[src/common/alu_isa_pkg.sv]
package alu_isa_pkg;

	// Major opcode of register-register ALU instructions
	localparam logic [5:0] OP_R_ALU = 6'b101010;

	// Function field codes
	localparam logic [5:0] FN_VAND   = 6'b000001;
	localparam logic [5:0] FN_VOR    = 6'b000010;
	localparam logic [5:0] FN_VXOR   = 6'b000011;
	localparam logic [5:0] FN_VNOT   = 6'b000100;
	localparam logic [5:0] FN_VMOV   = 6'b000101;
	localparam logic [5:0] FN_VADD   = 6'b000110;
	localparam logic [5:0] FN_VSUB   = 6'b000111;
	localparam logic [5:0] FN_VMULEU = 6'b001000;
	localparam logic [5:0] FN_VMULOU = 6'b001001;
	localparam logic [5:0] FN_VRTTH  = 6'b001101;
	localparam logic [5:0] FN_VSQEU  = 6'b010000;
	localparam logic [5:0] FN_VSQOU  = 6'b010001;

	// Element width field
	localparam logic [1:0] W8  = 2'b00;
	localparam logic [1:0] W16 = 2'b01;
	localparam logic [1:0] W32 = 2'b10;
	localparam logic [1:0] W64 = 2'b11;

endpackage

[src/common/vec_types_pkg.sv]
package vec_types_pkg;

	// Vector register width
	localparam int VEC_W = 64;

	// Lane counts per element width
	localparam int LANES_8  = VEC_W / 8;
	localparam int LANES_16 = VEC_W / 16;
	localparam int LANES_32 = VEC_W / 32;

	// One vector word, four lane views
	// Lane 0 sits in the most significant bits, as in the ISA bit order
	typedef union packed {
		logic [0:LANES_8-1][7:0]   b8;
		logic [0:LANES_16-1][15:0] h16;
		logic [0:LANES_32-1][31:0] w32;
		logic [VEC_W-1:0]          d64;
	} vec_word_u;

	// Instruction fields seen by the ALU
	typedef struct packed {
		logic [5:0] op_code;
		logic [5:0] func;
		logic [1:0] ww;
	} alu_cmd_t;

endpackage

[src/design/lane_addsub.sv]
`timescale 1ns/1ps

// Lane-wise add or subtract, wrapping in every lane
module lane_addsub (
	input  vec_types_pkg::alu_cmd_t  cmd,
	input  vec_types_pkg::vec_word_u ra,
	input  vec_types_pkg::vec_word_u rb,
	output vec_types_pkg::vec_word_u sum
);

	logic is_sub;

	// Anything other than VSUB adds, result stage drops the rest
	assign is_sub = (cmd.func == alu_isa_pkg::FN_VSUB);

	// Each lane computed at its own width, so carries never cross
	always_comb begin
		sum = '0;
		case (cmd.ww)
			alu_isa_pkg::W8: begin
				for (int i = 0; i < vec_types_pkg::LANES_8; i++) begin
					sum.b8[i] = is_sub ? ra.b8[i] - rb.b8[i]
						: ra.b8[i] + rb.b8[i];
				end
			end
			alu_isa_pkg::W16: begin
				for (int i = 0; i < vec_types_pkg::LANES_16; i++) begin
					sum.h16[i] = is_sub ? ra.h16[i] - rb.h16[i]
						: ra.h16[i] + rb.h16[i];
				end
			end
			alu_isa_pkg::W32: begin
				for (int i = 0; i < vec_types_pkg::LANES_32; i++) begin
					sum.w32[i] = is_sub ? ra.w32[i] - rb.w32[i]
						: ra.w32[i] + rb.w32[i];
				end
			end
			alu_isa_pkg::W64: begin
				sum.d64 = is_sub ? ra.d64 - rb.d64 : ra.d64 + rb.d64;
			end
			default: begin
				sum = '0;
			end
		endcase
	end

endmodule

[config.mk]
export PLATFORM = sky130hd
export DESIGN_NAME = lane_addsub
export DESIGN_NICKNAME = d
export VERILOG_FILES = /design/src/common/alu_isa_pkg.sv /design/src/common/vec_types_pkg.sv /design/src/design/lane_addsub.sv
export SDC_FILE = /design/constraint.sdc
export NUM_CORES = 1
export LEC_CHECK = 0
export ABC_AREA = 0
export BUFFER_PORTS_ARGS = -buffer_cell sky130_fd_sc_hd__buf_2
export CAP_MARGIN = 20
export CORE_ASPECT_RATIO = 0.8
export CORE_MARGIN = 2
export CORE_UTILIZATION = 40
export DETAILED_ROUTE_END_ITERATION = 10
export PLACE_DENSITY = 0.64
export SLEW_MARGIN = 40
export SYNTH_ARGS = -nofsm -noshare
export SYNTH_HDL_FRONTEND = slang
export SYNTH_SLANG_ARGS = --single-unit
[constraint.sdc]
create_clock -name vclk -period 5.8
set_input_delay 0.29 -clock vclk [all_inputs]
set_output_delay 0.29 -clock vclk [all_outputs]
set_load 0.1 [all_outputs]
==> flow_summary.toml <==
[logic_synthesis]
ys_warn_count = 0
ys_seq_area_frac = 0
ys_types = 84
synth_common_cells = "a21oi_1 (183), xnor2_1 (168), ha_1 (160), nand2_1 (152), nor2_1 (145)"
synthCells = 1731
synth_area_leaders = "ha_1 (17%), xnor2_1 (13%), a21oi_1 (7.9%), xor2_1 (7.4%), o21ai_0 (5.7%)"
synth_top_area_share = 0.172
syn_nets = 2041
avgSynthCellArea_um2 = 6.74
yosys.area.top_type = "ha_1"
synth_most_common_cell = "a21oi_1"
synth_area_um2 = 11700

[placement]
dp_cells = 2285
dp_hpwl_um = 38900
dp_slack_ns = -0.00349
post_dp_cell_area_um2 = 14000
io_buffers = 200
place_congestion = 1.00

[sta]
period_minus_slack_ns = 5.62
fin_ws_ns = 0.181
slew_viol_final = 0
hold_violations = 0
finalSetupViolations = 0
max_clock_freq_ghz = 0.178
finalCritPeriodShare = 0.969
worst_pin_slew_ns = 0.826
slew_headroom = 0.448

[floorplanning]
io_pins = 206
rows = 55
die_area_um2 = 30500
die_w_um = 195
core_um2 = 28500
dieHeight_um = 157
initial_utilization = 0.409

[setup_path]
crit_path_cell_trace = "buf_2 > or3_4 > or4_4 > or3_4 > nor2_1 > o21ai_0 > xnor2_1 > ha_1 > and3_2 > nand4_1 > a2111oi_2 > buf_4 > nor3_1 > buf_4 > o41a_1 > o21ai_2 > xor2_1 > nand2_1 > a21oi_2 > buf_12"
worst-path-buf-inv = 4
crit_path_max_incr_delay_ns = 0.53
worstPathArrival_ns = 5.33
cp_max_fo = 6
critPathTopFamily = "simple AND/OR/NAND/NOR gates"
crit_path_end_kind = "output port"
path_class = "in2out"
cpMaxStageDelayCell = "or4_4"
startpoint_type = "input port"
required_ns = 5.51

[routing]
drt-vias-per-instance = 6.07
drtIter0Drc = 1387
first_pass_iters = 6
avgRoutedWirePerCell_um = 20.2
drcViolationCount = 0
wl_um = 46200
vias = 13900
ant_nets = 0

[layout]
ff_latch_area_um2 = 0
clkbuf_count = 0
stdcell_count = 2289
area_growth_pct = 21.1
fillCellCount = 2997
fin_area_um2 = 14100
seq_cell_count = 0
drive_gt1_frac = 0.182
fin_nets = 2230

[global_routing]
grt-ovfl-total = 0
first_global_vias = 12500
grt_pass1_wl_um = 70500
antenna_found_initial = 2
track_usage = 0.290
grt_max_degree = 60

[job]
maxCapViolCount = 0

[power]
ir_drop_mv = 0.133
p_per_area_nw_per_um2 = 186
power_mw = 2.63
power.leakage_nw = 6.50

[hold_path]
hold_path_class = "in2out"

[outcome]
outcome = "finished clean"
through the flow:
step | utilization | hold WS (ns) | setup TNS [ns]
after floorplan | - | 1.01 | -0.907
after global placement | 0.490 | 1.10 | 0
after detailed placement | 0.490 | 1.10 | -0.00349
after CTS | 0.490 | 1.11 | 0
after global routing | 0.496 | 1.13 | -0.106
final | 0.496 | 1.10 | 0
what timing repair did:
action | in CTS | in global routing
setup buffers | 0 | 3
gates resized for setup | 1 | 39
pin swaps | 0 | 11
hold buffers | 0 | 0
setup endpoints to repair | 1 | 24
routing by layer:
layer	global-route usage	wire (µm)
met2	0.432	18800
met4	0.0491	860
met1	0.441	21700
met3	0.0407	4780
met5	0	16
cell families (layout without fill, tap and decap cells):
logic type | count (synthesis) | after routing | synth area share
mux | 20 | 20 | 0.0195
compound gates | 582 | 582 | 0.318
buf+inv | 161 | 348 | 0.0540
simple gates | 533 | 533 | 0.223
fa+ha+maj | 168 | 168 | 0.185
xor+xnor | 267 | 267 | 0.201
other cells | 0 | 1 | 0
cell type report:
cell class                      instances  area [µm²]  area share
Antenna cell                            1        2.50    0.000177
Inverter                               82         308      0.0218
Multi-Input combinational cell       1570       11200       0.796
Tap cell                              370         463      0.0328
Timing Repair Buffer                  266        2100       0.149
layout by cell type, fill, tap and decap left out, types with 18 or more instances in the layout:
master | synthesis | layout
a21oi_1 | 183 | 174
xnor2_1 | 168 | 168
buf_2 | 8 | 160
ha_1 | 160 | 157
nand2_1 | 152 | 150
nor2_1 | 145 | 142
o21ai_0 | 132 | 116
xor2_1 | 99 | 99
inv_1 | 81 | 81
a21o_1 | 65 | 65
buf_4 | 1 | 64
nor3_1 | 41 | 41
buf_12 | 0 | 40
nand3_1 | 35 | 33
o21bai_1 | 33 | 33
a31oi_1 | 27 | 26
or3_1 | 22 | 21
nor2b_1 | 21 | 21
nand4_1 | 19 | 19
o31ai_1 | 18 | 18
final timing paths:
check	startpoint	endpoint	depth (start not counted)
setup / recovery	rb[4]	sum[44]	20
hold / removal	rb[0]	sum[0]	4
report_power, final:
group	internal, mW	leakage, nW	switching, mW
Combinational	0.890	6.50	1.74
Sequential	0	0	0
Clock	0.0000000231	0.00000634	0
Total	0.890	6.50	1.74
No activity file was read; power rests on OpenSTA's default activity.
