$ cat config.mk
export PLATFORM = sky130hd
export DESIGN_NAME = lane_multiplier
export DESIGN_NICKNAME = d
export VERILOG_FILES = /design/src/common/alu_isa_pkg.sv /design/src/common/vec_types_pkg.sv /design/src/design/lane_multiplier.sv
export SDC_FILE = /design/constraint.sdc
export NUM_CORES = 2
export LEC_CHECK = 0
export BUFFER_PORTS_ARGS = -buffer_cell sky130_fd_sc_hd__buf_4
export CORE_ASPECT_RATIO = 0.75
export CORE_MARGIN = 2
export CORE_UTILIZATION = 39
export DETAILED_ROUTE_END_ITERATION = 6
export SETUP_SLACK_MARGIN = 0.15
export SYNTH_ARGS = -nofsm -noshare
export SYNTH_HDL_FRONTEND = slang
export SYNTH_SLANG_ARGS = --single-unit
$ cat constraint.sdc
create_clock -name vclk -period 14.1
set_input_delay 2.82 -clock vclk [all_inputs]
set_output_delay 2.82 -clock vclk [all_outputs]
set_load 0.03 [all_outputs]
$ cat src/common/alu_isa_pkg.sv
package alu_isa_pkg;

	// Major opcode of register-register ALU instructions
	localparam logic [5:0] OP_R_ALU = 6'b101010;

	// Function field codes
	localparam logic [5:0] FN_VAND   = 6'b000001;
	localparam logic [5:0] FN_VOR    = 6'b000010;
	localparam logic [5:0] FN_VXOR   = 6'b000011;
	localparam logic [5:0] FN_VNOT   = 6'b000100;
	localparam logic [5:0] FN_VMOV   = 6'b000101;
	localparam logic [5:0] FN_VADD   = 6'b000110;
	localparam logic [5:0] FN_VSUB   = 6'b000111;
	localparam logic [5:0] FN_VMULEU = 6'b001000;
	localparam logic [5:0] FN_VMULOU = 6'b001001;
	localparam logic [5:0] FN_VRTTH  = 6'b001101;
	localparam logic [5:0] FN_VSQEU  = 6'b010000;
	localparam logic [5:0] FN_VSQOU  = 6'b010001;

	// Element width field
	localparam logic [1:0] W8  = 2'b00;
	localparam logic [1:0] W16 = 2'b01;
	localparam logic [1:0] W32 = 2'b10;
	localparam logic [1:0] W64 = 2'b11;

endpackage

$ cat src/common/vec_types_pkg.sv
package vec_types_pkg;

	// Vector register width
	localparam int VEC_W = 64;

	// Lane counts per element width
	localparam int LANES_8  = VEC_W / 8;
	localparam int LANES_16 = VEC_W / 16;
	localparam int LANES_32 = VEC_W / 32;

	// One vector word, four lane views
	// Lane 0 sits in the most significant bits, as in the ISA bit order
	typedef union packed {
		logic [0:LANES_8-1][7:0]   b8;
		logic [0:LANES_16-1][15:0] h16;
		logic [0:LANES_32-1][31:0] w32;
		logic [VEC_W-1:0]          d64;
	} vec_word_u;

	// Instruction fields seen by the ALU
	typedef struct packed {
		logic [5:0] op_code;
		logic [5:0] func;
		logic [1:0] ww;
	} alu_cmd_t;

endpackage

$ cat src/design/lane_multiplier.sv
`timescale 1ns/1ps

// Unsigned even/odd lane multiply, products land in double-width lanes
module lane_multiplier (
	input  vec_types_pkg::alu_cmd_t  cmd,
	input  vec_types_pkg::vec_word_u ra,
	input  vec_types_pkg::vec_word_u rb,
	output vec_types_pkg::vec_word_u product
);

	logic                     odd_sel;
	logic                     square;
	vec_types_pkg::vec_word_u fb;

	assign odd_sel = (cmd.func == alu_isa_pkg::FN_VMULOU) ||
		(cmd.func == alu_isa_pkg::FN_VSQOU);
	assign square = (cmd.func == alu_isa_pkg::FN_VSQEU) ||
		(cmd.func == alu_isa_pkg::FN_VSQOU);

	// Square reuses the multiplier with A on both inputs
	assign fb = square ? ra : rb;

	// Source lane 2k (even) or 2k+1 (odd) feeds product lane k
	always_comb begin
		product = '0;
		case (cmd.ww)
			alu_isa_pkg::W8: begin
				for (int k = 0; k < vec_types_pkg::LANES_16; k++) begin
					product.h16[k] = 16'(ra.b8[2*k + odd_sel]) *
						16'(fb.b8[2*k + odd_sel]);
				end
			end
			alu_isa_pkg::W16: begin
				for (int k = 0; k < vec_types_pkg::LANES_32; k++) begin
					product.w32[k] = 32'(ra.h16[2*k + odd_sel]) *
						32'(fb.h16[2*k + odd_sel]);
				end
			end
			alu_isa_pkg::W32: begin
				product.d64 = 64'(ra.w32[odd_sel]) * 64'(fb.w32[odd_sel]);
			end
			// No 128-bit lane to hold a 64x64 product
			default: begin
				product = '0;
			end
		endcase
	end

endmodule

==> qor.csv <==
metric,value,unit
coreArea,153000,sq um
max_slew_margin,20.4,%
status,finished with violations,
drive_above_1_share,18.9,%
end_kind,output port,
via_per_inst,5.30,
nFlopsAndLatches,0,
syn_inst,7367,
cts_hold_buf,0,
synth_top_area_share,47.7,%
io_buffers,200,
cp.arrival,11.60,ns
drtIter0Drc,5280,
fin_ws,-0.323,ns
hold_path_class,in2out,
drc,0,
grt_pass1_wl,362000,um
path_common_cell,fa_1,
antenna_found_initial,4,
rsz0062_at_grt,yes,
startpoint_type,input pin,
netlist_area,59900,sq um
dpl.hpwl,217000,um
path_class,in2out,
slew_violations,0,
maxCapViolCount,0,
worst_path_max_delay_cell,fa_2,
min_to,product[49],
final_util,48.6,%
first_global_vias,55100,
synth.distinct_cells,70,
wl,245000,um
die_w,457,um
ff_latch_area,0,sq um
fin_nets,10400,
path_max_fanout,7,
whs_path_depth,3,
routedWlPerCell,23.8,um
grt_start_max_net_pins,43,
finalCritPeriodShare,102,%
areaGrowthSynthToFinish,23.6,%
worstMarginPinSlew,1.19,ns
grtUsageTotal,31.3,%
synth.avg_cell_area,8.14,sq um
syn-num-nets,9552,
clock.fmax,0.0693,GHz
finalSetupViolations,28,
finalCriticalPeriod,14.42,ns
start_util,39.3,%
dr.pass1.iters,6,
ios,206,
n_clock_buffer,0,
rows,124,
num_vias,54400,
finalHoldViolCount,0,
gp_congestion,1.06,
yosys_warnings,0,
ys_seq_area_share,0,%
die_area,157000,sq um
drtAntennaViolNets,0,
violations,negative setup slack,
hp-start,cmd[0],
synth_area_leaders,"fa_1 48%, ha_1 13%, inv_1 9.8%",
grt_overflow,0,
die_h,344,um
worstPathRequired,11.28,ns
critPathMaxStageDelay,0.55,ns
synth_top_area_cell,fa_1,
-- placed cells by master (no fill, tap or decap), types with 18 or more instances in the layout --
| master | count |
|---|---|
| nor3_1 | 22 |
| nand3_1 | 55 |
| inv_1 | 1545 |
| ha_1 | 597 |
| mux2i_1 | 32 |
| nor2_1 | 845 |
| fa_1 | 1401 |
| mux2i_4 | 22 |
| xor2_1 | 46 |
| o22ai_1 | 23 |
| ha_4 | 18 |
| buf_12 | 112 |
| a21o_1 | 80 |
| a21oi_1 | 265 |
| xnor2_1 | 96 |
| nand2b_1 | 39 |
| nor2_2 | 55 |
| buf_4 | 985 |
| a21oi_2 | 40 |
| fa_2 | 27 |
| nand2_2 | 30 |
| o21ai_0 | 82 |
| o21bai_1 | 29 |
| o21ai_1 | 23 |
| nand2_1 | 1222 |
| nor2b_1 | 19 |
| buf_6 | 82 |
| and2_1 | 109 |
| nand4_1 | 23 |
-- area by class of cell --
| class | count | area [sq um] |
|---|---|---|
| fillers | 14900 | 78400 |
| diodes | 1 | 2.50 |
| well taps | 2016 | 2520 |
| multi-input cells | 5500 | 54800 |
| repair buffers | 1193 | 10900 |
| inverters | 1559 | 5850 |
-- through the flow --
| step | instances | hold slack (ns) | setup slack [ns] | setup TNS, ns | cell area (sq um) |
|---|---|---|---|---|---|
| floorplan | 7367 | 6.07 | 0.135 | 0 | 60000 |
| detailed placement | 10200 | 6.21 | -0.666 | -16.89 | 71200 |
| global route | 10300 | 6.22 | -0.512 | -12.33 | 74100 |
| CTS | 10200 | 6.21 | -0.162 | -1.73 | 73000 |
| global placement | 10200 | 6.22 | -0.590 | -15.32 | 71200 |
| finish | 10300 | 6.18 | -0.323 | -4.32 | 74100 |
-- cell families after synthesis --
family                     count (synthesis)  share of synthesized area (%)
AOI/OAI and AO/OA                        725                           7.35
xor gates and xnor gates                 155                           2.26
adders and majority gates               2043                           60.5
buffers and inverters                   1867                           11.7
muxes                                     75                           1.27
and+or+nand+nor                         2502                           16.9
-- routing by layer --
layer	wire length [um]	up-vias	global-route usage, %
li1	-	23900	-
met1	104000	27600	44.6
met2	102000	2487	46.1
met3	22300	440	5.03
met4	16500	0	16.3
met5	0	-	0
-- critical path, delay by kind of cell --
family	cells	cell delay (ns)
buffers and inverters	13	1.72
AO/OA/AOI/OAI	4	0.74
multiplexers	1	0.19
AND/OR/NAND/NOR	11	1.95
adder cells (fa/ha/maj)	9	4.12
-- worst max-delay path by stage --
stage	startpoint	endpoint	slack, ns	depth (start not counted)
floorplan	cmd[4]	product[63]	0.13	33
CTS	cmd[4]	product[63]	-0.16	39
global route	cmd[7]	product[51]	-0.51	38
detailed placement	cmd[4]	product[36]	-0.67	32
global placement	cmd[4]	product[33]	-0.59	35
finish	cmd[7]	product[56]	-0.32	38
-- synth_stat cells (all sizes together) (18+ instances only) --
| library cell | count |
|---|---|
| ha | 615 |
| xor2 | 49 |
| a21o | 80 |
| fa | 1428 |
| nand2 | 1256 |
| xnor2 | 106 |
| a21oi | 315 |
| o21bai | 29 |
| nor2 | 915 |
| buf | 30 |
| nand4 | 23 |
| clkbuf | 278 |
| a31oi | 18 |
| o21ai | 128 |
| mux2i | 66 |
| and2 | 121 |
| nand2b | 41 |
| nor2b | 19 |
| o22ai | 32 |
| and3 | 18 |
| inv | 1558 |
| nand3 | 61 |
| nor3 | 30 |
-- what timing repair did --
item                                    4_1_cts  5_1_grt
endpoints found under the setup margin       45       44
pin swaps                                   105      131
gates resized for setup                     320      192
cloned                                        4        2
buffers inserted                             46       25
Power is left out: the tool's default activity adds up to more than one toggle a clock period on the data nets, which glitch-free logic cannot reach.
