### src/common/alu_isa_pkg.sv
package alu_isa_pkg;

	// Major opcode of register-register ALU instructions
	localparam logic [5:0] OP_R_ALU = 6'b101010;

	// Function field codes
	localparam logic [5:0] FN_VAND   = 6'b000001;
	localparam logic [5:0] FN_VOR    = 6'b000010;
	localparam logic [5:0] FN_VXOR   = 6'b000011;
	localparam logic [5:0] FN_VNOT   = 6'b000100;
	localparam logic [5:0] FN_VMOV   = 6'b000101;
	localparam logic [5:0] FN_VADD   = 6'b000110;
	localparam logic [5:0] FN_VSUB   = 6'b000111;
	localparam logic [5:0] FN_VMULEU = 6'b001000;
	localparam logic [5:0] FN_VMULOU = 6'b001001;
	localparam logic [5:0] FN_VRTTH  = 6'b001101;
	localparam logic [5:0] FN_VSQEU  = 6'b010000;
	localparam logic [5:0] FN_VSQOU  = 6'b010001;

	// Element width field
	localparam logic [1:0] W8  = 2'b00;
	localparam logic [1:0] W16 = 2'b01;
	localparam logic [1:0] W32 = 2'b10;
	localparam logic [1:0] W64 = 2'b11;

endpackage

### src/common/vec_types_pkg.sv
package vec_types_pkg;

	// Vector register width
	localparam int VEC_W = 64;

	// Lane counts per element width
	localparam int LANES_8  = VEC_W / 8;
	localparam int LANES_16 = VEC_W / 16;
	localparam int LANES_32 = VEC_W / 32;

	// One vector word, four lane views
	// Lane 0 sits in the most significant bits, as in the ISA bit order
	typedef union packed {
		logic [0:LANES_8-1][7:0]   b8;
		logic [0:LANES_16-1][15:0] h16;
		logic [0:LANES_32-1][31:0] w32;
		logic [VEC_W-1:0]          d64;
	} vec_word_u;

	// Instruction fields seen by the ALU
	typedef struct packed {
		logic [5:0] op_code;
		logic [5:0] func;
		logic [1:0] ww;
	} alu_cmd_t;

endpackage

### src/design/result_stage.sv
`timescale 1ns/1ps

// Result select and output register
module result_stage (
	input  logic                     clk,
	input  logic                     rst,
	input  vec_types_pkg::alu_cmd_t  cmd,
	input  vec_types_pkg::vec_word_u sum,
	input  vec_types_pkg::vec_word_u product,
	input  vec_types_pkg::vec_word_u logic_out,
	output vec_types_pkg::vec_word_u alu_out
);

	vec_types_pkg::vec_word_u result_next;

	// Only R-type produces a value, everything else reads as zero
	always_comb begin
		result_next = '0;
		if (cmd.op_code == alu_isa_pkg::OP_R_ALU) begin
			case (cmd.func)
				alu_isa_pkg::FN_VAND,
				alu_isa_pkg::FN_VOR,
				alu_isa_pkg::FN_VXOR,
				alu_isa_pkg::FN_VNOT,
				alu_isa_pkg::FN_VMOV,
				alu_isa_pkg::FN_VRTTH: begin
					result_next = logic_out;
				end
				alu_isa_pkg::FN_VADD,
				alu_isa_pkg::FN_VSUB: begin
					result_next = sum;
				end
				alu_isa_pkg::FN_VMULEU,
				alu_isa_pkg::FN_VMULOU,
				alu_isa_pkg::FN_VSQEU,
				alu_isa_pkg::FN_VSQOU: begin
					result_next = product;
				end
				default: begin
					result_next = '0;
				end
			endcase
		end
	end

	// One cycle from command to result
	always_ff @(posedge clk) begin
		if (rst) begin
			alu_out <= '0;
		end else begin
			alu_out <= result_next;
		end
	end

endmodule

### config.mk
export PLATFORM = sky130hd
export DESIGN_NAME = result_stage
export DESIGN_NICKNAME = d
export VERILOG_FILES = /design/src/common/alu_isa_pkg.sv /design/src/common/vec_types_pkg.sv /design/src/design/result_stage.sv
export SDC_FILE = /design/constraint.sdc
export NUM_CORES = 1
export LEC_CHECK = 0
export BUFFER_PORTS_ARGS = -buffer_cell sky130_fd_sc_hd__buf_2
export CAP_MARGIN = 20
export CORE_AREA = 2 2 107 109
export DETAILED_ROUTE_END_ITERATION = 8
export DIE_AREA = 0 0 109 111
export PLACE_DENSITY = 0.64
export REMOVE_ABC_BUFFERS = 1
export SYNTH_ARGS = -nofsm -noshare
export SYNTH_HDL_FRONTEND = slang
export SYNTH_SLANG_ARGS = --single-unit
### constraint.sdc
create_clock -name clk -period 3.2 [get_ports clk]
set_clock_uncertainty 0.05 [all_clocks]
set_input_delay 0.32 -clock clk [delete_from_list [all_inputs] [get_ports clk]]
set_output_delay 0.32 -clock clk [all_outputs]
set_load 0.05 [all_outputs]
==> run metrics, run 1 <==
fin util=38.0%; Core Region=11100 um^2; FMAX=0.532 GHz; # nets final=699; worst-margin pin slew=0.447 ns; post-cts resize count=0; #FFs+latches synth=64; status=finished clean; DR top layer=met4; Filler Cell Count=1130; Worst Setup End Kind=flip-flop; Max Cap Violations=0; post-CTS setup buffer count=0; Total Wirelength=9.21 mm; Post-DRT Antenna Nets=0; Worst Path Buf+Inv=3; post-synthesis cell count=230; detailed placement HPWL=7.18 mm; Setup TNS Final=0 ns; hold_buf cts=0; Clock Path Buffers=2; cts bufs inserted=9; routed len/inst=14.4 um; DRC=0; Slowest-stage cell, CP=buf_4; max reg flops=64; Post-Syn Area=2460 um^2; area of the multi-input gates=1020 um^2; Required @ worst endpoint=3.40 ns; CTS HTree Levels=3; total power=2.05 mW; most frequent cells in the layout=buf_2, a222oi_1, nor2_1, dfxtp_1, clkbuf_16; initial core utilization=22.2%; die area=12100 um^2; Avg Cell Area, Syn=10.7 um^2; Clock transition at path regs=0.05 ns; n_diodes=0; final max-slew violation count=0; final hold vios=0; GRT overflow=0; Worst Path Arrival=2.08 ns; share of cells above drive strength 1=59.8%; VDD IR max=0.000263 V; routability cong.=0.764; Pleak=2.04 nW; Top reg by flops=alu_out; Vias/cell=4.86; Final Cell Area=4210 um^2; IO Count=272; GRT Total Usage=14.2%; CTS sink cnt=64; first-pass GRT wire length=13.2 mm; met3 WL post-DR=901 um; Die Wd=109 um; CTS tree=yes; Crit path top cell by count=buf_4; Cell Chain, Critical Path=buf_2, mux2_4, a2111oi_4, buf_4, o31ai_4, buf_4, nor2_1; DP Worst Slack=0.978 ns; largest net degree at the start of global routing=35; Placed Area=3890 um^2; root buffer cell=clkbuf_16; PwrDens=487 nW/um^2; most common cell after layout, fill and taps aside=buf_2; Die H=111 um; RSZ-0062 raised after global routing=no; Synth warnings=0; max incr delay on CP=0.40 ns; Hold/Removal Path Class=in -> reg; endpoints failing setup=0; setup ws final=1.32 ns; drt pass-1 iters=9; minimum clock period=1.88 ns; post-synth cell types=17; Starting DRT DRC Count=414; Vias=3103; biggest regs=alu_out x64; M1 WL=3.37 mm; Setup CP Type=in -> reg; Met2 Wirelength=4.83 mm; sequential share of the synthesized area=52.1%; CP top delay family=buffers and inverters; Core Rows=39; Period Utilization, post-route=58.7%; Worst setup SP type=input pin; register area=1280 um^2; vias in the first global route=2889; crit-path max FO=34; Slew HR=70.2%; Area growth, synth to finish=71.2%; I/O Buffers=269; initial antenna violation count=0
## kinds of logic after synthesis
logic type	after synthesis	share of synthesized area [%]
compound gates	67	28.3
xor+xnor	1	0.356
buf+inv	28	7.12
flops	64	52.1
mux	1	0.611
simple gates	69	11.5
## path summary, 6_finish.rpt
| kind | from | to | slack, ns | cells past startpoint |
|---|---|---|---|---|
| worst max-delay path | cmd[4] | alu_out[0]$_SDFF_PP0_ | 1.32 | 7 |
| worst min-delay path | product[9] | alu_out[9]$_SDFF_PP0_ | 0.18 | 3 |
## Yosys cell counts
master     instances  share of area, %
nor4_2             1              0.51
o21bai_1           1              0.31
nor4b_1            1              0.36
buf_6              7               3.2
mux2_4             1              0.61
xnor2_1            1              0.36
clkbuf_1           6              0.92
and4b_1            1              0.41
nor4_1             1              0.25
a222oi_1          64                26
a2111oi_4          1               1.1
o31ai_4            1              0.87
nor2_1            64               9.8
inv_1              1              0.15
buf_2             14               2.8
nand2_1            1              0.15
dfxtp_1           64                52
## metal layers
metal | vias to the layer above | GRT usage, %
li1 | 1463 | -
met3 | 6 | 3.94
met4 | 0 | 4.44
met2 | 186 | 27.0
met1 | 1448 | 14.6
met5 | - | 0
## stage by stage
| step | std cells | hold slack, ns |
|---|---|---|
| 2_1_floorplan | 203 | 0.416 |
| 3_3_place_gp | 623 | 0.506 |
| 3_5_place_dp | 623 | 0.512 |
| 4_1_cts | 638 | 0.171 |
| 5_1_grt | 638 | 0.190 |
| 6_report | 638 | 0.181 |
## final cells by class
| cell class | count | area share [%] |
|---|---|---|
| clock buffer | 12 | 6.09 |
| timing repair buffer | 277 | 33.4 |
| multi-input combinational | 138 | 24.2 |
| sequential | 64 | 30.4 |
| clock inverter | 3 | 1.55 |
| inverter | 1 | 0.0892 |
| tap | 143 | 4.25 |
## power breakdown
group / internal, mW / total [mW] / switching [mW] / leakage (nW)
Combinational: 0.122 / 0.207 / 0.0843 / 1.36
Clock: 0.718 / 1.05 / 0.328 / 0.159
Sequential: 0.798 / 0.798 / 0.0000379 / 0.515
Note: power is estimated with default switching activity, not from simulation.
==> run 2, diff against run 1 <==
Settings changed: CORE_AREA 2 2 107 109 to 2 2 105 107, DIE_AREA 0 0 109 111 to 0 0 107 109, PLACE_DENSITY 0.64 to 0.66.
Clock period 3.2 ns to 1.85 ns, I/O delays scaled along.
==> run metrics, run 2 (synthesis results as in run 1) <==
DP Worst Slack=0.0141 ns (was 0.978 ns); Slowest-stage cell, CP=a2111oi_4 (was buf_4); VDD IR max=0.000311 V (was 0.000263 V); Max Cap Violations=0 (unchanged); status=finished clean (unchanged); most common cell after layout, fill and taps aside=buf_2 (unchanged); GRT overflow=0 (unchanged); Post-DRT Antenna Nets=0 (unchanged); Die H=109 um (was 111 um); initial core utilization=23.2% (was 22.2%); Worst setup SP type=input pin (unchanged); Required @ worst endpoint=2.07 ns (was 3.40 ns); PwrDens=704 nW/um^2 (was 487 nW/um^2); Core Region=10600 um^2 (was 11100 um^2); Starting DRT DRC Count=342 (was 414); Die Wd=107 um (was 109 um); CTS tree=yes (unchanged); Worst Path Buf+Inv=3 (unchanged); Period Utilization, post-route=79.5%; Worst Path Arrival=1.69 ns (was 2.08 ns); Placed Area=3970 um^2 (was 3890 um^2); Finished Layout Cells=640 (was 638); Pleak=2.01 nW (was 2.04 nW); share of cells above drive strength 1=60.3% (was 59.8%); hold path depth=3 (unchanged); Setup TNS Final=0 ns (unchanged); GRT Total Usage=15.4% (was 14.2%); I/O Buffers=269 (unchanged); CTS HTree Levels=3 (unchanged); worst-margin pin slew=0.519 ns (was 0.447 ns); routability cong.=0.835 (was 0.764); post-CTS setup buffer count=0 (unchanged); biggest regs=alu_out x64 (unchanged); Final Cell Area=4170 um^2 (was 4210 um^2); minimum clock period=1.47 ns; die area=11700 um^2 (was 12100 um^2); Vias=3128 (was 3103); largest net degree at the start of global routing=32 (was 35); Slew HR=65.4% (was 70.2%); post-cts resize count=0 (unchanged); placed cells=623 (unchanged); Worst Setup End Kind=flip-flop (unchanged); FMAX=0.680 GHz; max incr delay on CP=0.34 ns (was 0.40 ns); final max-slew violation count=0 (unchanged); setup ws final=0.380 ns (was 1.32 ns); initial antenna violation count=1 (was 0); # nets final=702 (was 699); max reg flops=64 (unchanged); final hold vios=0 (unchanged); IO Count=272 (unchanged); vias in the first global route=2918 (was 2889); Clock transition at path regs=0.08 ns (was 0.05 ns); most frequent cells in the layout=buf_2, a222oi_1, nor2_1, dfxtp_1, clkbuf_8 (was buf_2, a222oi_1, nor2_1, dfxtp_1, clkbuf_16); cts bufs inserted=9 (unchanged); crit-path max FO=31 (was 34); Top reg by flops=alu_out (unchanged); CP top delay family=buffers and inverters (unchanged); detailed placement HPWL=7.73 mm (was 7.18 mm); Hold/Removal Path Class=in -> reg (unchanged); Core Rows=38 (was 39); Filler Cell Count=1061 (was 1130); root buffer cell=clkbuf_8 (was clkbuf_16); Clock Path Buffers=2 (unchanged); endpoints failing setup=0 (unchanged); DRC=0 (unchanged); hold_buf cts=0 (unchanged); RSZ-0062 raised after global routing=no (unchanged); Area growth, synth to finish=69.5% (was 71.2%); Worst path depth=7 (unchanged); Cell Chain, Critical Path=buf_2, mux2_4, a2111oi_4, buf_4, o31ai_4, buf_12, nor2_1 (was buf_2, mux2_4, a2111oi_4, buf_4, o31ai_4, buf_4, nor2_1); first-pass GRT wire length=13.8 mm (was 13.2 mm); Total Wirelength=9.52 mm (was 9.21 mm); drt pass-1 iters=6 (was 9); CTS sink cnt=64 (unchanged); Vias/cell=4.89 (was 4.86); Setup CP Type=in -> reg (unchanged); routed len/inst=14.9 um (was 14.4 um); fin util=39.3% (was 38.0%)
run 2: cell types whose count changed in the layout (fill, tap and decap cells not counted), sizes merged:
cell / delta
bufinv: -1
clkinvlp: +2
diode: +1
clkbuf: -3
clkinv: +3
buf: +3
run 2: worst paths after layout:
path                    start                endpoint  slack [ns]
setup / recovery       cmd[4]  alu_out[57]$_SDFF_PP0_        0.38
hold / removal    product[50]  alu_out[50]$_SDFF_PP0_        0.03
run 2: power breakdown:
group | total (mW) | switching [mW] | leakage [nW] | internal (mW)
logic | 0.368 | 0.147 | 1.40 | 0.220
clock network | 1.19 | 0.568 | 0.0952 | 0.621
registers | 1.38 | 0.0000674 | 0.515 | 1.38
run 2: cell type report:
class                   count  area [um^2]  share of cell area, %
clock inverters             7         72.6                   1.74
clock buffers               9          124                   2.97
inverters                   1         3.75                 0.0901
multi-input cells         138         1020                   24.4
flip-flops and latches     64         1280                   30.7
well taps                 140          175                   4.20
repair buffers            280         1490                   35.8
diodes                      1         2.50                 0.0600
run 2: per-stage QoR:
stage	hold slack (ns)	power, mW
floorplan	0.281	1.51
global placement	0.366	1.76
detailed placement	0.378	1.78
CTS	0.00339	2.99
global route	0.00954	3.09
finish	0.0288	2.93
run 2: tightest hold or removal path: stages:
cell      delay [ns]
buf_2           0.07
a222oi_1        0.05
nor2_1          0.08
run 2: per-layer routing:
metal	vias up	wire, um	GRT usage, %
li1	1467	-	-
met4	0	98	5.47
met5	-	0	0
met2	198	4820	28.2
met1	1454	3590	16.2
met3	9	1010	5.62
