$ cat src/common/alu_isa_pkg.sv
package alu_isa_pkg;

	// Major opcode of register-register ALU instructions
	localparam logic [5:0] OP_R_ALU = 6'b101010;

	// Function field codes
	localparam logic [5:0] FN_VAND   = 6'b000001;
	localparam logic [5:0] FN_VOR    = 6'b000010;
	localparam logic [5:0] FN_VXOR   = 6'b000011;
	localparam logic [5:0] FN_VNOT   = 6'b000100;
	localparam logic [5:0] FN_VMOV   = 6'b000101;
	localparam logic [5:0] FN_VADD   = 6'b000110;
	localparam logic [5:0] FN_VSUB   = 6'b000111;
	localparam logic [5:0] FN_VMULEU = 6'b001000;
	localparam logic [5:0] FN_VMULOU = 6'b001001;
	localparam logic [5:0] FN_VRTTH  = 6'b001101;
	localparam logic [5:0] FN_VSQEU  = 6'b010000;
	localparam logic [5:0] FN_VSQOU  = 6'b010001;

	// Element width field
	localparam logic [1:0] W8  = 2'b00;
	localparam logic [1:0] W16 = 2'b01;
	localparam logic [1:0] W32 = 2'b10;
	localparam logic [1:0] W64 = 2'b11;

endpackage

$ cat src/common/vec_types_pkg.sv
package vec_types_pkg;

	// Vector register width
	localparam int VEC_W = 64;

	// Lane counts per element width
	localparam int LANES_8  = VEC_W / 8;
	localparam int LANES_16 = VEC_W / 16;
	localparam int LANES_32 = VEC_W / 32;

	// One vector word, four lane views
	// Lane 0 sits in the most significant bits, as in the ISA bit order
	typedef union packed {
		logic [0:LANES_8-1][7:0]   b8;
		logic [0:LANES_16-1][15:0] h16;
		logic [0:LANES_32-1][31:0] w32;
		logic [VEC_W-1:0]          d64;
	} vec_word_u;

	// Instruction fields seen by the ALU
	typedef struct packed {
		logic [5:0] op_code;
		logic [5:0] func;
		logic [1:0] ww;
	} alu_cmd_t;

endpackage

$ cat src/design/lane_logic_unit.sv
`timescale 1ns/1ps

// Bitwise ops on the full word plus half-lane rotate
module lane_logic_unit (
	input  vec_types_pkg::alu_cmd_t  cmd,
	input  vec_types_pkg::vec_word_u ra,
	input  vec_types_pkg::vec_word_u rb,
	output vec_types_pkg::vec_word_u logic_out
);

	vec_types_pkg::vec_word_u rot;

	// Swap upper and lower half of every lane
	always_comb begin
		rot = '0;
		case (cmd.ww)
			alu_isa_pkg::W8: begin
				for (int i = 0; i < vec_types_pkg::LANES_8; i++) begin
					rot.b8[i] = {ra.b8[i][3:0], ra.b8[i][7:4]};
				end
			end
			alu_isa_pkg::W16: begin
				for (int i = 0; i < vec_types_pkg::LANES_16; i++) begin
					rot.h16[i] = {ra.h16[i][7:0], ra.h16[i][15:8]};
				end
			end
			alu_isa_pkg::W32: begin
				for (int i = 0; i < vec_types_pkg::LANES_32; i++) begin
					rot.w32[i] = {ra.w32[i][15:0], ra.w32[i][31:16]};
				end
			end
			default: begin
				rot.d64 = {ra.d64[31:0], ra.d64[63:32]};
			end
		endcase
	end

	always_comb begin
		case (cmd.func)
			alu_isa_pkg::FN_VAND:  logic_out = ra & rb;
			alu_isa_pkg::FN_VOR:   logic_out = ra | rb;
			alu_isa_pkg::FN_VXOR:  logic_out = ra ^ rb;
			alu_isa_pkg::FN_VNOT:  logic_out = ~ra;
			alu_isa_pkg::FN_VMOV:  logic_out = ra;
			alu_isa_pkg::FN_VRTTH: logic_out = rot;
			default:               logic_out = '0;
		endcase
	end

endmodule

$ cat config.mk
export PLATFORM = sky130hd
export DESIGN_NAME = lane_logic_unit
export DESIGN_NICKNAME = d
export VERILOG_FILES = /design/src/common/alu_isa_pkg.sv /design/src/common/vec_types_pkg.sv /design/src/design/lane_logic_unit.sv
export SDC_FILE = /design/constraint.sdc
export NUM_CORES = 1
export LEC_CHECK = 0
export BUFFER_PORTS_ARGS = -buffer_cell sky130_fd_sc_hd__buf_2
export CAP_MARGIN = 25
export CELL_PAD_IN_SITES_DETAIL_PLACEMENT = 1
export CELL_PAD_IN_SITES_GLOBAL_PLACEMENT = 2
export CORE_ASPECT_RATIO = 0.8
export CORE_UTILIZATION = 33
export DETAILED_ROUTE_END_ITERATION = 8
export PLACE_DENSITY_LB_ADDON = 0.1
export SLEW_MARGIN = 20
export SYNTH_ARGS = -nofsm -noshare
export SYNTH_HDL_FRONTEND = slang
export SYNTH_SLANG_ARGS = --single-unit
$ cat constraint.sdc
create_clock -name vclk -period 2.59
set_input_delay 0.259 -clock vclk [all_inputs]
set_output_delay 0.259 -clock vclk [all_outputs]
set_load 0.02 [all_outputs]
==> results of run 1 <==
==> synthesized netlist by cell type (2+ instances only) <==
master / number / share of area
buf_1: 4 / 0.0024
buf_2: 23 / 0.018
o21ai_1: 27 / 0.021
nand3_1: 3 / 0.0024
inv_1: 128 / 0.076
clkbuf_1: 27 / 0.016
nor2_1: 97 / 0.058
mux2i_1: 60 / 0.095
buf_4: 8 / 0.0095
o22ai_1: 60 / 0.060
a22oi_1: 27 / 0.032
a211o_1: 33 / 0.046
nand2_1: 4 / 0.0024
mux4_2: 64 / 0.23
a221o_1: 3 / 0.0048
ha_1: 128 / 0.25
o2bb2ai_1: 7 / 0.0097
nor4_4: 2 / 0.0067
a21oi_1: 64 / 0.051
==> metrics by stage <==
| step | power, µW | std cells | hold slack [ps] |
|---|---|---|---|
| global placement | 1070 | 1188 | 995 |
| detailed placement | 1120 | 1188 | 986 |
| CTS | 1130 | 1188 | 989 |
| floorplan | 665 | 775 | 714 |
| global route | 1240 | 1188 | 993 |
| finish | 1130 | 1191 | 979 |
==> worst max path at each step <==
stage                          endpoint  slack, ps  depth (start not counted)  startpoint
after floorplan            logic_out[0]        770                          5      cmd[1]
after global placement    logic_out[51]        390                          7      cmd[4]
after detailed placement  logic_out[51]        350                          7      cmd[4]
after CTS                 logic_out[51]        350                          7      cmd[4]
after global routing      logic_out[51]        240                          7      cmd[4]
final                     logic_out[51]        330                          7      cmd[4]
==> layer usage <==
metal	GRT usage	vias to the layer above
li1	-	3158
met5	0	-
met3	0.0358	24
met4	0.0502	0
met2	0.429	285
met1	0.366	3441
==> kinds of logic after synthesis <==
logic type | count (synthesis) | synth area share
compound gates | 222 | 0.226
fa+ha+maj | 128 | 0.254
buf+inv | 191 | 0.123
mux | 124 | 0.324
simple gates | 110 | 0.0732
==> cell type report <==
type	count	area, µm²	share of cell area
diodes	3	7.51	0.000986
inverters	129	484	0.0636
multi-input cells	584	5530	0.726
well taps	253	317	0.0416
repair buffers	222	1280	0.168
==> power groups by stage <==
| stage | combinational (µW) | clock, µW | sequential (µW) |
|---|---|---|---|
| after CTS | 1130 | 0 | 0 |
| after global routing | 1240 | 0 | 0 |
| after floorplan | 665 | 0 | 0 |
| after detailed placement | 1120 | 0 | 0 |
| final | 1130 | 0.000155 | 0 |
| after global placement | 1070 | 0 | 0 |
==> critical path, cell delays in order <==
cell and delay (ps):
buf_4 180, nor4_1 350, nand2_2 370, buf_12 300, o22ai_1 200, a211o_1 150
buf_2 160
==> results.json, run 1 <==
{
  "status": "finished, final reports clean",
  "routed_wl_mm": 25.9,
  "share_seq_of_total_power": 0,
  "hold_start": "ra[22]",
  "worst_slack_ps": 332,
  "slew_violations": 0,
  "io_pins": 206,
  "p_leak_uw": 0.00430,
  "seq_area_frac_synth": 0,
  "layout-area-overhead-vs-synth_pct": 20.8,
  "min_path_type": "input port to output port",
  "post-cts-setup-buffers": 0,
  "top_layer": "met4",
  "die_w_um": 157,
  "cp_max_fo": 25,
  "intPower_uw": 488,
  "postSynthAreaPerCell_um2": 8.13,
  "first_pass_iters": 5,
  "post-place-ws_ps": 351,
  "p_sw_uw": 643,
  "placed_area_mm2": 0.00761,
  "fin_util": 0.413,
  "via_count": 6908,
  "switching_share": 0.569,
  "coreArea_mm2": 0.0184,
  "synth_nets": 1045,
  "grt_pass1_wl_mm": 40.1,
  "fin_nets": 1207,
  "arrival_ps": 2000,
  "grt_max_degree": 65,
  "rsz0062_at_grt": "no",
  "maxCapViolCount": 0,
  "fp-row-count": 44,
  "grt-ovfl-total": 0,
  "grt_pass1_vias": 7002,
  "cts_resized": 0,
  "drive_above_1_share": 0.310,
  "final_cell_mix": "196 x buf_2, 128 x inv_1, 128 x ha_1",
  "worst_pin_slew_ps": 584,
  "syn-cell-area_mm2": 0.00630,
  "slew_headroom": 0.611,
  "hold_depth": 4,
  "regArea_um2": 0,
  "wl_met2_mm": 11.9,
  "nClkBuffers": 0,
  "design.seq.count": 0,
  "ctsHoldBuffers": 0,
  "chipHeight_um": 126,
  "nFillCells": 2245,
  "power_density_mw_per_mm2": 149,
  "vias_per_cell": 5.80,
  "yosysWarningCount": 0,
  "min_period_over_period": 0.872,
  "io_buffers": 200,
  "gp_congestion": 0.877,
  "start_util": 0.342,
  "startpoint_type": "input port",
  "met3_length_mm": 1.81,
  "synth.distinct_cells": 25,
  "wire_per_inst_um": 21.8,
  "dieArea_mm2": 0.0197,
  "final.setup.tns_ps": 0,
  "endpoint_kind": "output port",
  "grtUsageTotal": 0.262,
  "setup_violations": 0,
  "p_clk_frac": 0,
  "fmax_mhz": 443,
  "whs_endpoint": "logic_out[22]",
  "met1_length_mm": 11.7,
  "finalInstanceArea_mm2": 0.00761,
  "first_iter_violations": 525,
  "irDropWorstVdd_mv": 0.0630,
  "hold_viol": 0,
  "drc_errors": 0,
  "path_class": "input port to output port",
  "dp_hpwl_mm": 20.5,
  "critPathRequiredTime_ps": 2330,
  "syn_inst": 775,
  "antenna_found_initial": 1,
  "combPwrFrac": 1.000,
  "antenna_left": 0,
  "fin_crit_ps": 2260,
  "final_common_cell": "buf_2"
}
(Power assumes the default switching activity.)
==> run 2, diff against run 1 <==
Settings changed: CORE_MARGIN set to 2, CORE_UTILIZATION 33 to 30.
Clock period 2.59 ns to 2.45 ns, I/O delays scaled along.
==> run 2 against run 1 <==
Compared with the run above:
- first-iteration DRC count is 8.4% lower
- cell area is 0.23% higher
- setup slack worse by 7.1 ps
- worst hold slack worse by 9.4 ps
- global-route usage is 3.1 points lower
- die area is 13% higher
- non-clock buffer count is 1 lower
- combinational power is 5% higher
- routed wire length is 2.3% higher
- sequential share of layout area stayed put
- critical path depth is 1 lower
- sequential cell count stayed put
- largest cell class unchanged
==> results.json, run 2 (synthesized netlist as in run 1, its figures left out) <==
{
  "antenna_left": 0,
  "top_usage_layer": "met2",
  "die_w_um": 166,
  "maxCapViolCount": 0,
  "cp_max_fo": 18,
  "routed_wl_mm": 26.5,
  "arrival_ps": 1880,
  "grt_pass1_vias": 7044,
  "fmax_mhz": 471,
  "layout.cells.non_filler": 1203,
  "setup_violations": 0,
  "vias_per_cell": 5.65,
  "first_pass_iters": 5,
  "place_inst": 1203,
  "dp_hpwl_mm": 21.0,
  "path_class": "input port to output port",
  "fp-row-count": 47,
  "chipHeight_um": 134,
  "final.setup.tns_ps": 0,
  "n_antenna_cell": 0,
  "worst_pin_slew_ps": 420,
  "design.seq.count": 0,
  "drive_above_1_share": 0.309,
  "ctsHoldBuffers": 0,
  "irDropWorstVdd_mv": 0.0635,
  "drc_errors": 0,
  "start_util": 0.305,
  "cts_resized": 0,
  "wire_per_inst_um": 22.0,
  "met1_usage": 0.318,
  "rsz0062_at_grt": "no",
  "gp_congestion": 0.864,
  "grt-ovfl-total": 0,
  "grt_pass1_wl_mm": 40.8,
  "startpoint_type": "input port",
  "io_pins": 206,
  "grt_max_degree": 65,
  "min_period_over_period": 0.868,
  "first_iter_violations": 481,
  "power_density_mw_per_mm2": 156,
  "finalInstanceArea_mm2": 0.00763,
  "antenna_found_initial": 4,
  "grtUsageTotal": 0.231,
  "critPathRequiredTime_ps": 2200,
  "layout-area-overhead-vs-synth_pct": 21.1,
  "status": "finished, final reports clean",
  "nFillCells": 2553,
  "hold_viol": 0,
  "via_count": 6793,
  "dieArea_mm2": 0.0222,
  "fin_crit_ps": 2130,
  "slew_violations": 0,
  "slew_headroom": 0.718,
  "final_cell_mix": "196 x buf_2, 128 x inv_1, 128 x ha_1",
  "endpoint_kind": "output port",
  "power_uw": 1190,
  "final_common_cell": "buf_2",
  "regArea_um2": 0,
  "post-cts-setup-buffers": 0,
  "coreArea_mm2": 0.0206,
  "p_leak_uw": 0.00430,
  "placed_area_mm2": 0.00763,
  "fin_nets": 1206,
  "io_buffers": 200,
  "min_path_type": "input port to output port",
  "met2_usage": 0.390,
  "met3_usage": 0.0428,
  "nClkBuffers": 0
}
-- run 2: cell types whose count changed in the layout (fill, tap and decap cells not counted), sizes merged --
| cell | delta |
|---|---|
| buf | -1 |
| diode | -3 |
-- run 2: worst max-delay path, stage by stage --
cell,delay [ps]
buf_2,140
nor4_4,450
buf_4,330
and3_1,310
a221o_1,230
buf_2,180
-- run 2: power by group --
part	switching (µW)	internal [µW]	leakage, µW
Clock	0	0	0
Sequential	0	0	0
Combinational	675	517	0.00430
Total	675	517	0.00430
-- run 2: layout make-up --
type	count	area [µm²]	area share
inverter	129	484	0.0634
tap	269	337	0.0441
timing repair buffer	221	1280	0.168
multi-input combinational	584	5530	0.725
-- run 2: worst paths after layout --
| check | start | end | slack, ps | depth (start not counted) |
|---|---|---|---|---|
| hold / removal | ra[22] | logic_out[22] | 970 | 4 |
| setup / recovery | cmd[3] | logic_out[53] | 320 | 6 |
-- run 2: per-stage QoR --
step	util	hold slack (ps)	setup slack, ps
after floorplan	-	686	658
after global placement	0.370	979	337
after detailed placement	0.370	974	316
after CTS	0.370	976	311
after global routing	0.370	984	233
final	0.370	970	325
-- run 2: per-layer routing --
| metal | up-vias | wire length, µm |
|---|---|---|
| li1 | 3146 | - |
| met3 | 18 | 1970 |
| met4 | 6 | 297 |
| met2 | 215 | 12400 |
| met5 | - | 42 |
| met1 | 3408 | 11800 |
==> run 3, diff against run 2 <==
Settings changed: PLACE_DENSITY set to 0.92, PLACE_DENSITY_LB_ADDON 0.1 to not set.
==> run 3 against run 2 <==
Compared with the run above:
- worst hold slack worse by 5.5 ps
- die area unchanged
- setup slack better by 11 ps
- first-iteration DRC count up 25%
- via count unchanged
- utilization about the same
- final cell count about the same
- power down 0.74%
- sequential share of layout area unchanged
- fmax up 0.52%
- largest cell class unchanged
==> results.json, run 3 (synthesized netlist as in run 1, its figures left out) <==
{
  "layout-area-overhead-vs-synth_pct": 21.0,
  "drive_above_1_share": 0.309,
  "design.seq.count": 0,
  "first_pass_iters": 5,
  "holdWs_ps": 964,
  "ctsHoldBuffers": 0,
  "crit_buf_inv": 3,
  "io_buffers": 200,
  "wire_per_inst_um": 20.9,
  "die_w_um": 166,
  "multiInputGateArea_mm2": 0.00553,
  "grt_pass1_vias": 6768,
  "gp_congestion": 0.809,
  "endpoint_kind": "output port",
  "fmax_mhz": 473,
  "maxCapViolCount": 0,
  "final_cell_mix": "196 x buf_2, 128 x inv_1, 128 x ha_1",
  "cpPeakStageDelay_ps": 310,
  "cp_max_fo": 64,
  "path_class": "input port to output port",
  "nFillCells": 2535,
  "min_path_type": "input port to output port",
  "coreArea_mm2": 0.0206,
  "via_count": 6793,
  "p_leak_uw": 0.00429,
  "arrival_ps": 1870,
  "startpoint_type": "input port",
  "path_cells": "buf_4 -> nand3_1 -> nor4_4 -> buf_12 -> a22oi_1 -> o21ai_1 -> buf_2",
  "regArea_um2": 0,
  "n_antenna_cell": 0,
  "final_common_cell": "buf_2",
  "chipHeight_um": 134,
  "cpLargestDelayFamily": "buffers and inverters",
  "routed_wl_mm": 25.1,
  "power_density_mw_per_mm2": 155,
  "rsz0062_at_grt": "no",
  "irDropWorstVdd_mv": 0.0770,
  "worst_pin_slew_ps": 461,
  "min_period_over_period": 0.863,
  "first_iter_violations": 600,
  "hold_viol": 0,
  "critPathRequiredTime_ps": 2200,
  "status": "finished, final reports clean",
  "grt_max_degree": 76,
  "slew_headroom": 0.690,
  "drc_errors": 0,
  "antenna_left": 0,
  "slew_violations": 0,
  "grtUsageTotal": 0.219,
  "fin_crit_ps": 2110,
  "grt-ovfl-total": 0,
  "critPathSlowestCell": "buf_12",
  "fin_nets": 1205,
  "post-cts-setup-buffers": 0,
  "final.setup.tns_ps": 0,
  "dp_hpwl_mm": 19.8,
  "start_util": 0.305,
  "fp-row-count": 47,
  "grt_pass1_wl_mm": 39.2,
  "io_pins": 206,
  "cts_resized": 0,
  "vias_per_cell": 5.65,
  "setup_violations": 0,
  "nClkBuffers": 0,
  "dieArea_mm2": 0.0222,
  "antenna_found_initial": 0
}
==> run 3: final timing paths <==
check,start,end,slack [ps],cells after the start
max,cmd[2],logic_out[21],340,7
min,ra[22],logic_out[22],960,4
==> run 3: layout make-up <==
| type | count | share of cell area |
|---|---|---|
| Multi-Input combinational cell | 584 | 0.725 |
| Timing Repair Buffer | 220 | 0.167 |
| Inverter | 129 | 0.0635 |
| Tap cell | 269 | 0.0441 |
==> run 3: power by group <==
| part | internal [µW] | switching (µW) |
|---|---|---|
| Sequential | 0 | 0 |
| Clock | 0 | 0 |
| Combinational | 517 | 666 |
==> run 3: stage by stage <==
| stage | cell area, µm² | utilization | total power [µW] | instances | setup slack [ps] |
|---|---|---|---|---|---|
| finish | 7620 | 0.369 | 1180 | 1202 | 336 |
| detailed placement | 7620 | 0.369 | 1180 | 1202 | 345 |
| floorplan | 6300 | - | 703 | 775 | 658 |
| global route | 7620 | 0.369 | 1300 | 1202 | 232 |
| global placement | 7620 | 0.369 | 1140 | 1202 | 363 |
| CTS | 7620 | 0.369 | 1180 | 1202 | 336 |
==> run 3: metal layers <==
metal,share of wire,wire (µm),track usage,up-vias
met5,0,0,0,-
met4,0.014,357,0.0314,0
met3,0.074,1870,0.0232,27
met2,0.46,11600,0.366,286
met1,0.45,11300,0.314,3333
li1,-,-,-,3147
==> run 3: worst min-delay path, stage by stage <==
cell	delay [ps]
buf_2	160
nand2_1	80
nand3_1	70
buf_2	170
